## config.mk

```make
export PLATFORM = sky130hd
export DESIGN_NAME = pipe_ctrl_top
export DESIGN_NICKNAME = d
export VERILOG_FILES = /design/src/common/pipe_pkg.sv /design/src/hazard/hazard_unit.sv /design/src/rtl/reg_file.sv /design/src/rtl/pipe_tracker.sv /design/src/rtl/pipe_ctrl_top.sv
export SDC_FILE = /design/constraint.sdc
export NUM_CORES = 2
export LEC_CHECK = 0
export BUFFER_PORTS_ARGS = -buffer_cell sky130_fd_sc_hd__buf_2
export CORE_ASPECT_RATIO = 0.5
export CORE_MARGIN = 1.5
export CORE_UTILIZATION = 57
export CTS_CLUSTER_DIAMETER = 40
export DETAILED_ROUTE_END_ITERATION = 7
export PLACE_DENSITY = 0.74
export SLEW_MARGIN = 20
export SYNTH_ARGS = -nofsm -noshare
export SYNTH_HDL_FRONTEND = slang
export SYNTH_HIERARCHICAL = 1
export SYNTH_SLANG_ARGS = --single-unit
export TNS_END_PERCENT = 10
```

## constraint.sdc

```tcl
create_clock -name clk -period 4.84 [get_ports clk]
set_input_delay 0.968 -clock clk [delete_from_list [all_inputs] [get_ports clk]]
set_output_delay 0.968 -clock clk [all_outputs]
set_load 0.05 [all_outputs]
```

## src/common/pipe_pkg.sv

```systemverilog
`default_nettype none

package pipe_pkg;

    // geometry fixed by the RV32I ISA
    localparam int xlen      = 32;
    localparam int reg_count = 32;
    localparam int tag_width = 8;

    typedef logic [$clog2(reg_count)-1:0] reg_addr_t;
    typedef logic [6:0]                   opcode_t;

    // RV32I major opcodes
    localparam opcode_t op_lui    = 7'b0110111;
    localparam opcode_t op_auipc  = 7'b0010111;
    localparam opcode_t op_jal    = 7'b1101111;
    localparam opcode_t op_jalr   = 7'b1100111;
    localparam opcode_t op_branch = 7'b1100011;
    localparam opcode_t op_load   = 7'b0000011;
    localparam opcode_t op_store  = 7'b0100011;
    localparam opcode_t op_imm    = 7'b0010011;
    localparam opcode_t op_reg    = 7'b0110011;
    // empty slot, also what a bubble looks like to the hazard logic
    localparam opcode_t op_nop    = 7'b0000000;

    // source of an execute operand
    typedef enum logic [1:0] {
        none      = 2'b00,
        mem       = 2'b01,
        writeback = 2'b10
    } forward_type;

    // decoded instruction as it arrives at the fetch port
    typedef struct packed {
        opcode_t              opcode;
        reg_addr_t            rs1;
        reg_addr_t            rs2;
        reg_addr_t            rd;
        logic                 reg_write;
        logic                 taken;
        logic [xlen-1:0]      result;
        logic [tag_width-1:0] tag;
    } instr_t;

    // one pipeline stage register
    typedef struct packed {
        logic   valid;
        instr_t instr;
    } stage_t;

    // operands consumed in execute
    typedef struct packed {
        logic                 valid;
        logic [tag_width-1:0] tag;
        logic [xlen-1:0]      operand_a;
        logic [xlen-1:0]      operand_b;
    } ex_report_t;

    // writeback port
    typedef struct packed {
        logic                 valid;
        reg_addr_t            rd;
        logic [xlen-1:0]      data;
        logic [tag_width-1:0] tag;
    } retire_t;

endpackage

`default_nettype wire

```

## src/hazard/hazard_unit.sv

```systemverilog
`timescale 1ns/1ns
`default_nettype none

module hazard_unit (
    // decode stage sources
    input  wire logic                [4:0] d_rs1,
    input  wire logic                [4:0] d_rs2,
    input  wire pipe_pkg::opcode_t         d_opcode,
    // execute stage
    input  wire pipe_pkg::reg_addr_t       e_rs1,
    input  wire pipe_pkg::reg_addr_t       e_rs2,
    input  wire pipe_pkg::reg_addr_t       e_rd,
    input  wire pipe_pkg::opcode_t         e_opcode,
    // memory stage
    input  wire logic                      m_reg_write,
    input  wire pipe_pkg::reg_addr_t       m_rd,
    input  wire pipe_pkg::opcode_t         m_opcode,
    // writeback stage
    input  wire logic                      w_reg_write,
    input  wire pipe_pkg::reg_addr_t       w_rd,
    input  wire pipe_pkg::opcode_t         w_opcode,

    input  wire logic                      cache_stall,

    // execute operand muxes
    output pipe_pkg::forward_type          fwd_a,
    output pipe_pkg::forward_type          fwd_b,

    output logic                           pc_en,
    output logic                           f_d_en,
    output logic                           d_e_en,
    output logic                           e_m_en,
    output logic                           m_w_en,
    output logic                           no_op,

    // control hazard, resolved in execute
    input  wire logic                      branch,
    input  wire logic                      branch_taken,
    input  wire logic                      jump,
    output logic                           pc_src,
    output logic                           flush
);

    logic d_uses_rs1;
    logic d_uses_rs2;
    logic e_uses_rs1;
    logic e_uses_rs2;
    logic m_writes;
    logic w_writes;
    logic load_use;
    logic front_en;

    function automatic logic reads_rs1(input pipe_pkg::opcode_t opcode);
        return !(opcode inside {pipe_pkg::op_lui, pipe_pkg::op_auipc,
                                pipe_pkg::op_jal, pipe_pkg::op_nop});
    endfunction

    function automatic logic reads_rs2(input pipe_pkg::opcode_t opcode);
        return opcode inside {pipe_pkg::op_branch, pipe_pkg::op_store, pipe_pkg::op_reg};
    endfunction

    // stores and branches carry an rd field but never write it
    function automatic logic writes_rd(input pipe_pkg::opcode_t opcode, input logic we);
        return we && !(opcode inside {pipe_pkg::op_store, pipe_pkg::op_branch,
                                      pipe_pkg::op_nop});
    endfunction

    always_comb begin
        d_uses_rs1 = reads_rs1(d_opcode);
        d_uses_rs2 = reads_rs2(d_opcode);
        e_uses_rs1 = reads_rs1(e_opcode);
        e_uses_rs2 = reads_rs2(e_opcode);
        m_writes   = writes_rd(m_opcode, m_reg_write);
        w_writes   = writes_rd(w_opcode, w_reg_write);
    end

    // load result not ready until memory, so a dependent in decode waits one cycle
    assign load_use = (e_opcode == pipe_pkg::op_load) && (e_rd != '0) &&
                      ((d_uses_rs1 && d_rs1 == e_rd) || (d_uses_rs2 && d_rs2 == e_rd));

    assign front_en = !(load_use || cache_stall);

    // front freezes, execute drains into memory and a bubble fills D/E
    always_comb begin
        pc_en  = front_en;
        f_d_en = front_en;
        d_e_en = front_en;
        e_m_en = 1'b1;
        m_w_en = 1'b1;
        no_op  = !front_en;
    end

    // memory holds the younger result so it wins over writeback
    function automatic pipe_pkg::forward_type select_fwd(
        input pipe_pkg::reg_addr_t src,
        input logic                used
    );
        pipe_pkg::forward_type sel;
        sel = pipe_pkg::none;
        if (used && m_writes && src == m_rd) begin
            sel = pipe_pkg::mem;
        end else if (used && w_writes && src == w_rd) begin
            sel = pipe_pkg::writeback;
        end
        return sel;
    endfunction

    always_comb begin
        fwd_a = select_fwd(e_rs1, e_uses_rs1);
        fwd_b = select_fwd(e_rs2, e_uses_rs2);
    end

    // no prediction, so every taken branch and every jump redirects
    always_comb begin
        pc_src = (branch && branch_taken) || jump;
        flush  = pc_src;
    end

    // execute must really hold a branch or jump whenever a flush goes out
    always_comb begin
        assert (!flush || e_opcode inside {pipe_pkg::op_branch, pipe_pkg::op_jal,
                                            pipe_pkg::op_jalr})
            else $error("flush raised with no branch or jump in execute");
    end

endmodule

`default_nettype wire

```

## src/rtl/reg_file.sv

```systemverilog
`timescale 1ns/1ns
`default_nettype none

module reg_file (
    input  wire logic                      clk,
    input  wire logic                      rst_n,
    input  wire pipe_pkg::reg_addr_t       rd_addr_a,
    input  wire pipe_pkg::reg_addr_t       rd_addr_b,
    output logic [pipe_pkg::xlen-1:0]      rd_data_a,
    output logic [pipe_pkg::xlen-1:0]      rd_data_b,
    input  wire logic                      wr_en,
    input  wire pipe_pkg::reg_addr_t       wr_addr,
    input  wire logic [pipe_pkg::xlen-1:0] wr_data
);

    // x0 has no storage and always reads as zero
    logic [pipe_pkg::xlen-1:0] regs [1:pipe_pkg::reg_count-1];

    always_ff @(posedge clk or negedge rst_n) begin
        if (!rst_n) begin
            for (int i = 1; i < pipe_pkg::reg_count; i++) begin
                regs[i] <= '0;
            end
        end else if (wr_en && wr_addr != '0) begin
            regs[wr_addr] <= wr_data;
        end
    end

    // same-cycle write shows through so decode sees the writeback result
    function automatic logic [pipe_pkg::xlen-1:0] read_port(input pipe_pkg::reg_addr_t addr);
        logic [pipe_pkg::xlen-1:0] value;
        if (addr == '0) begin
            value = '0;
        end else if (wr_en && addr == wr_addr) begin
            value = wr_data;
        end else begin
            value = regs[addr];
        end
        return value;
    endfunction

    always_comb begin
        rd_data_a = read_port(rd_addr_a);
        rd_data_b = read_port(rd_addr_b);
    end

    // the tracker strips reg_write from x0 destinations at fetch
    assert property (@(posedge clk) disable iff (!rst_n) wr_en |-> wr_addr != '0)
        else $error("write to x0 reached the register file");

endmodule

`default_nettype wire

```

## src/rtl/pipe_tracker.sv

```systemverilog
`timescale 1ns/1ns
`default_nettype none

module pipe_tracker (
    input  wire logic                      clk,
    input  wire logic                      rst_n,

    input  wire logic                      fetch_valid,
    input  wire pipe_pkg::instr_t          fetch_instr,

    // from the hazard unit
    input  wire logic                      pc_en,
    input  wire logic                      f_d_en,
    input  wire logic                      d_e_en,
    input  wire logic                      e_m_en,
    input  wire logic                      m_w_en,
    input  wire logic                      no_op,
    input  wire logic                      flush,
    input  var  pipe_pkg::forward_type     fwd_a,
    input  var  pipe_pkg::forward_type     fwd_b,

    // to the hazard unit
    output pipe_pkg::reg_addr_t            d_rs1,
    output pipe_pkg::reg_addr_t            d_rs2,
    output pipe_pkg::opcode_t              d_opcode,
    output pipe_pkg::reg_addr_t            e_rs1,
    output pipe_pkg::reg_addr_t            e_rs2,
    output pipe_pkg::reg_addr_t            e_rd,
    output pipe_pkg::opcode_t              e_opcode,
    output logic                           m_reg_write,
    output pipe_pkg::reg_addr_t            m_rd,
    output pipe_pkg::opcode_t              m_opcode,
    output logic                           w_reg_write,
    output pipe_pkg::reg_addr_t            w_rd,
    output pipe_pkg::opcode_t              w_opcode,
    output logic                           branch,
    output logic                           branch_taken,
    output logic                           jump,

    // register file
    output pipe_pkg::reg_addr_t            rf_rd_addr_a,
    output pipe_pkg::reg_addr_t            rf_rd_addr_b,
    input  wire logic [pipe_pkg::xlen-1:0] rf_rd_data_a,
    input  wire logic [pipe_pkg::xlen-1:0] rf_rd_data_b,
    output logic                           rf_wr_en,
    output pipe_pkg::reg_addr_t            rf_wr_addr,
    output logic [pipe_pkg::xlen-1:0]      rf_wr_data,

    output pipe_pkg::ex_report_t           ex_out,
    output pipe_pkg::retire_t              retire
);

    pipe_pkg::stage_t          f_d;
    pipe_pkg::stage_t          d_e;
    pipe_pkg::stage_t          e_m;
    pipe_pkg::stage_t          m_w;
    pipe_pkg::instr_t          fetched;
    logic [pipe_pkg::xlen-1:0] d_e_op_a;
    logic [pipe_pkg::xlen-1:0] d_e_op_b;
    logic [pipe_pkg::xlen-1:0] ex_op_a;
    logic [pipe_pkg::xlen-1:0] ex_op_b;

    // rd of x0 never writes, which keeps x0 out of forwarding
    always_comb begin
        fetched = fetch_instr;
        if (fetch_instr.rd == '0) begin
            fetched.reg_write = 1'b0;
        end
    end

    // flush outranks the enables in both front registers
    always_ff @(posedge clk or negedge rst_n) begin
        if (!rst_n) begin
            f_d <= '0;
        end else if (flush) begin
            f_d.valid <= 1'b0;
        end else if (f_d_en) begin
            f_d.valid <= fetch_valid && pc_en;
            f_d.instr <= fetched;
        end
    end

    always_ff @(posedge clk or negedge rst_n) begin
        if (!rst_n) begin
            d_e <= '0;
        end else if (flush || no_op) begin
            d_e.valid <= 1'b0;
        end else if (d_e_en) begin
            d_e <= f_d;
        end
    end

    always_ff @(posedge clk) begin
        if (d_e_en) begin
            d_e_op_a <= rf_rd_data_a;
            d_e_op_b <= rf_rd_data_b;
        end
    end

    // back of the pipe
    always_ff @(posedge clk or negedge rst_n) begin
        if (!rst_n) begin
            e_m <= '0;
            m_w <= '0;
        end else begin
            if (e_m_en) begin
                e_m <= d_e;
            end
            if (m_w_en) begin
                m_w <= e_m;
            end
        end
    end

    function automatic logic [pipe_pkg::xlen-1:0] pick_operand(
        input pipe_pkg::forward_type      sel,
        input logic [pipe_pkg::xlen-1:0]  latched
    );
        logic [pipe_pkg::xlen-1:0] value;
        case (sel)
            pipe_pkg::mem:       value = e_m.instr.result;
            pipe_pkg::writeback: value = m_w.instr.result;
            default:             value = latched;
        endcase
        return value;
    endfunction

    always_comb begin
        ex_op_a = pick_operand(fwd_a, d_e_op_a);
        ex_op_b = pick_operand(fwd_b, d_e_op_b);
    end

    // bubbles look like nops so they never match anything
    assign d_rs1    = f_d.instr.rs1;
    assign d_rs2    = f_d.instr.rs2;
    assign d_opcode = f_d.valid ? f_d.instr.opcode : pipe_pkg::op_nop;
    assign e_rs1    = d_e.instr.rs1;
    assign e_rs2    = d_e.instr.rs2;
    assign e_rd     = d_e.instr.rd;
    assign e_opcode = d_e.valid ? d_e.instr.opcode : pipe_pkg::op_nop;

    assign m_reg_write = e_m.valid && e_m.instr.reg_write;
    assign m_rd        = e_m.instr.rd;
    assign m_opcode    = e_m.valid ? e_m.instr.opcode : pipe_pkg::op_nop;
    assign w_reg_write = m_w.valid && m_w.instr.reg_write;
    assign w_rd        = m_w.instr.rd;
    assign w_opcode    = m_w.valid ? m_w.instr.opcode : pipe_pkg::op_nop;

    assign branch       = d_e.valid && d_e.instr.opcode == pipe_pkg::op_branch;
    assign jump         = d_e.valid && (d_e.instr.opcode == pipe_pkg::op_jal ||
                                        d_e.instr.opcode == pipe_pkg::op_jalr);
    assign branch_taken = d_e.instr.taken;

    assign rf_rd_addr_a = f_d.instr.rs1;
    assign rf_rd_addr_b = f_d.instr.rs2;
    assign rf_wr_en     = w_reg_write;
    assign rf_wr_addr   = m_w.instr.rd;
    assign rf_wr_data   = m_w.instr.result;

    // reports are taken on the edge that ends each stage
    always_ff @(posedge clk or negedge rst_n) begin
        if (!rst_n) begin
            ex_out <= '0;
            retire <= '0;
        end else begin
            ex_out.valid     <= d_e.valid && e_m_en;
            ex_out.tag       <= d_e.instr.tag;
            ex_out.operand_a <= ex_op_a;
            ex_out.operand_b <= ex_op_b;
            retire.valid     <= m_w.valid;
            retire.rd        <= rf_wr_en ? m_w.instr.rd : '0;
            retire.data      <= rf_wr_en ? m_w.instr.result : '0;
            retire.tag       <= m_w.instr.tag;
        end
    end

    // an instruction must never sit in execute and memory at once
    assert property (@(posedge clk) disable iff (!rst_n)
        d_e.valid && e_m.valid |-> d_e.instr.tag != e_m.instr.tag)
        else $error("tag %0d duplicated across D/E and E/M", d_e.instr.tag);

endmodule

`default_nettype wire

```

## src/rtl/pipe_ctrl_top.sv

```systemverilog
`timescale 1ns/1ns
`default_nettype none

module pipe_ctrl_top (
    input  wire logic             clk,
    input  wire logic             rst_n,
    input  wire logic             fetch_valid,
    input  wire pipe_pkg::instr_t fetch_instr,
    output logic                  fetch_ready,
    input  wire logic             cache_stall,
    output pipe_pkg::ex_report_t  ex_out,
    output pipe_pkg::retire_t     retire
);

    pipe_pkg::reg_addr_t       d_rs1;
    pipe_pkg::reg_addr_t       d_rs2;
    pipe_pkg::opcode_t         d_opcode;
    pipe_pkg::reg_addr_t       e_rs1;
    pipe_pkg::reg_addr_t       e_rs2;
    pipe_pkg::reg_addr_t       e_rd;
    pipe_pkg::opcode_t         e_opcode;
    logic                      m_reg_write;
    pipe_pkg::reg_addr_t       m_rd;
    pipe_pkg::opcode_t         m_opcode;
    logic                      w_reg_write;
    pipe_pkg::reg_addr_t       w_rd;
    pipe_pkg::opcode_t         w_opcode;
    logic                      branch;
    logic                      branch_taken;
    logic                      jump;

    logic                      f_d_en;
    logic                      d_e_en;
    logic                      e_m_en;
    logic                      m_w_en;
    logic                      no_op;
    logic                      flush;
    pipe_pkg::forward_type     fwd_a;
    pipe_pkg::forward_type     fwd_b;

    pipe_pkg::reg_addr_t       rf_rd_addr_a;
    pipe_pkg::reg_addr_t       rf_rd_addr_b;
    logic [pipe_pkg::xlen-1:0] rf_rd_data_a;
    logic [pipe_pkg::xlen-1:0] rf_rd_data_b;
    logic                      rf_wr_en;
    pipe_pkg::reg_addr_t       rf_wr_addr;
    logic [pipe_pkg::xlen-1:0] rf_wr_data;

    pipe_tracker u_tracker (
        .clk          (clk),
        .rst_n        (rst_n),
        .fetch_valid  (fetch_valid),
        .fetch_instr  (fetch_instr),
        .pc_en        (fetch_ready),
        .f_d_en       (f_d_en),
        .d_e_en       (d_e_en),
        .e_m_en       (e_m_en),
        .m_w_en       (m_w_en),
        .no_op        (no_op),
        .flush        (flush),
        .fwd_a        (fwd_a),
        .fwd_b        (fwd_b),
        .d_rs1        (d_rs1),
        .d_rs2        (d_rs2),
        .d_opcode     (d_opcode),
        .e_rs1        (e_rs1),
        .e_rs2        (e_rs2),
        .e_rd         (e_rd),
        .e_opcode     (e_opcode),
        .m_reg_write  (m_reg_write),
        .m_rd         (m_rd),
        .m_opcode     (m_opcode),
        .w_reg_write  (w_reg_write),
        .w_rd         (w_rd),
        .w_opcode     (w_opcode),
        .branch       (branch),
        .branch_taken (branch_taken),
        .jump         (jump),
        .rf_rd_addr_a (rf_rd_addr_a),
        .rf_rd_addr_b (rf_rd_addr_b),
        .rf_rd_data_a (rf_rd_data_a),
        .rf_rd_data_b (rf_rd_data_b),
        .rf_wr_en     (rf_wr_en),
        .rf_wr_addr   (rf_wr_addr),
        .rf_wr_data   (rf_wr_data),
        .ex_out       (ex_out),
        .retire       (retire)
    );

    reg_file u_reg_file (
        .clk       (clk),
        .rst_n     (rst_n),
        .rd_addr_a (rf_rd_addr_a),
        .rd_addr_b (rf_rd_addr_b),
        .rd_data_a (rf_rd_data_a),
        .rd_data_b (rf_rd_data_b),
        .wr_en     (rf_wr_en),
        .wr_addr   (rf_wr_addr),
        .wr_data   (rf_wr_data)
    );

    // pc_src stays open since the fetch source owns the redirect
    hazard_unit u_hazard (
        .d_rs1        (d_rs1),
        .d_rs2        (d_rs2),
        .d_opcode     (d_opcode),
        .e_rs1        (e_rs1),
        .e_rs2        (e_rs2),
        .e_rd         (e_rd),
        .e_opcode     (e_opcode),
        .m_reg_write  (m_reg_write),
        .m_rd         (m_rd),
        .m_opcode     (m_opcode),
        .w_reg_write  (w_reg_write),
        .w_rd         (w_rd),
        .w_opcode     (w_opcode),
        .cache_stall  (cache_stall),
        .fwd_a        (fwd_a),
        .fwd_b        (fwd_b),
        .pc_en        (fetch_ready),
        .f_d_en       (f_d_en),
        .d_e_en       (d_e_en),
        .e_m_en       (e_m_en),
        .m_w_en       (m_w_en),
        .no_op        (no_op),
        .branch       (branch),
        .branch_taken (branch_taken),
        .jump         (jump),
        .pc_src       (),
        .flush        (flush)
    );

endmodule

`default_nettype wire

```

==> impl_results.md <==
- CTS max path bufs: 3
- Post-synthesis instance total: 4904
- Post-Route WL: 214000 µm
- Fmax: 240 MHz
- Inserted Clock Buffers: 143
- Vias in the first global route: 47100
- Fin util: 62.9%
- 1st-iter DRT viols: 5867
- # setup viols final: 0
- H-tree level count: 4
- First-pass GRT wire length: 316000 µm
- Clock Root Buffer: clkbuf_16
- Leak: 35.5 nW
- Routed vias: 46300
- Met2 usage: 49.0%
- Syn Std Cell Area: 70800 µm²
- Synth Area per Inst: 14.4 µm²
- Max rail drop VDD: 386 µV
- Port-buffer cells: 187
- GRT met3 Usage: 12.1%
- Setup bufs post-CTS: 0
- Final Cycle Share: 86.3%
- Power density over the cells: 405 nW/µm²
- Post-CTS resize count: 0
- Layout Cells excl Fill: 6646
- GR Util All Layers: 34.1%
- Worst setup EP type: output pin
- Layout fillers: 8814
- Crit path DAT: 3.21 ns
- CTS clk-pin slew, worst paths: 0.06 ns
- HPWL after detailed placement: 129000 µm
- Std-Cell Core Area: 123000 µm²
- Most Crowded Layer GR: met2
- I/O pin cnt: 188
- Fin Clk Skew: 0.0329 ns
- Maximum fanout along the worst path: 10
- Fin crit period: 4.18 ns
- Grt total ovfl: 0
- Die Width: 502 µm
- Initial antenna violation count: 13
- Worst hold path type: primary input to async pin
- Hold slack: 0.0740 ns
- Std cell rows: 91
- Via density: 6.97
- Status: completed
- Routability congestion estimate: 0.894
- Max Cap Viol: 0
- Met1 Use GR: 47.8%
- Yosys Warn Count: 6
- TritonCTS clock tree: built
- FF+latch area: 35700 µm²
- Nature of the critical path startpoint: flip-flop
- Final Hold Fails: 0
- Fin Setup TNS: 0 ns
- WL/cell: 32.2 µm
- Starting Density: 57.4%
- Pre-Repair DR Iteration Count: 6
- DRC: 0
- CP required: 3.87 ns
- Hold-fix buffers at CTS: 0
- Design area: 77500 µm²
- Layout cells sized above 1: 47.2%
- CTS sink count: 1413
- Crit Path Class: flip-flop to output pin
- Final slew viol count: 0
- Max_slew headroom: 18.4%
- DP Cell Count: 6380
- Die height: 252 µm
- Worst-Margin Slew: 1.22 ns
- Placed inst area: 72700 µm²
- Antenna-violating nets left: 0
- Pre-CTS setup slack: 1.24 ns
- Final layout net count: 4924
- Die area: 127000 µm²
- Area Overhead vs Synth: 9.48%
- Largest net degree at the start of global routing: 137
- RSZ-0062 raised after global routing: no
- Final WS setup: 0.665 ns
- Overall power: 31.4 mW
- Clk_lat worst skew: 0.78 ns
- Area of the multi-input gates: 32400 µm²
-- final cells by class --
cell class | instances | area share, %
antenna | 9 | 0.0290
clock buffer | 200 | 5.34
clock inverter | 56 | 0.807
inverter | 12 | 0.0581
multi-input combinational | 2929 | 41.8
sequential | 1413 | 46.1
tap | 1674 | 2.70
timing repair buffer | 353 | 3.25
-- flip-flops by register name (all words and copies together) (netlist names), 17 cells and up --
register / count
u_reg_file/regs: 992
u_tracker/d_e: 49
u_tracker/d_e_op_a: 32
u_tracker/d_e_op_b: 32
u_tracker/e_m: 49
u_tracker/ex_out: 73
u_tracker/f_d: 55
u_tracker/m_w: 17
u_tracker/retire: 46
u_tracker/rf_wr_data: 32
-- layout by cell type, fill, tap and decap left out, drive strengths merged, types with 6 or more instances in the layout --
cell type,n
xor2,25
clkinv,27
o2111ai,27
a221oi,26
edfxtp,64
mux2i,161
o211ai,61
o22ai,10
nor2b,7
clkbuf,200
xnor2,15
o211a,12
and3,40
or2,8
mux2,1301
diode,9
nor3,10
nand3,48
a22oi,111
nand2,233
nor3b,8
bufinv,10
o21a,9
clkinvlp,6
o221a,26
and2,33
o21ai,106
a221o,21
a21oi,42
nand2b,25
nor2,34
a31oi,41
dfrtp,1349
nor4,7
o22a,17
mux4,407
inv,25
buf,353
a211oi,20
-- routing by layer --
layer	vias up	part of all wire, %
met3	576	13
met5	-	0.10
met4	8	3.8
met2	2931	43
met1	24400	40
li1	18400	-
-- critical path: stages, from the launching register on --
cell	delay, ns
dfrtp_1	0.47
and2_1	0.21
or2_0	0.24
or4_4	0.45
or4_1	0.58
o221a_4	0.28
buf_2	0.22
-- report_power, final --
group	internal (mW)	switching, mW
Clock	6.55	4.83
Sequential	13.1	1.22
Combinational	2.27	3.45
Total	21.9	9.50
-- path summary, 6_finish.rpt --
kind | startpoint | endpoint | slack (ns) | cells past startpoint
setup / recovery | u_tracker/d_e[64] | fetch_ready | 0.66 | 6
setup reg to reg | u_tracker/d_rs1[2] | u_tracker/d_e[21] | 1.25 | 7
min in group clk | u_tracker/m_w[2] | u_tracker/retire[2] | 0.37 | 0
max in group asynchronous | rst_n | u_reg_file/regs[403] | 3.22 | 2
hold / removal | rst_n | u_tracker/ex_out[38] | 0.07 | 1
hold reg to reg | u_tracker/m_w[2] | u_tracker/retire[2] | 0.37 | 0
Power figures use the tool's default switching activity.
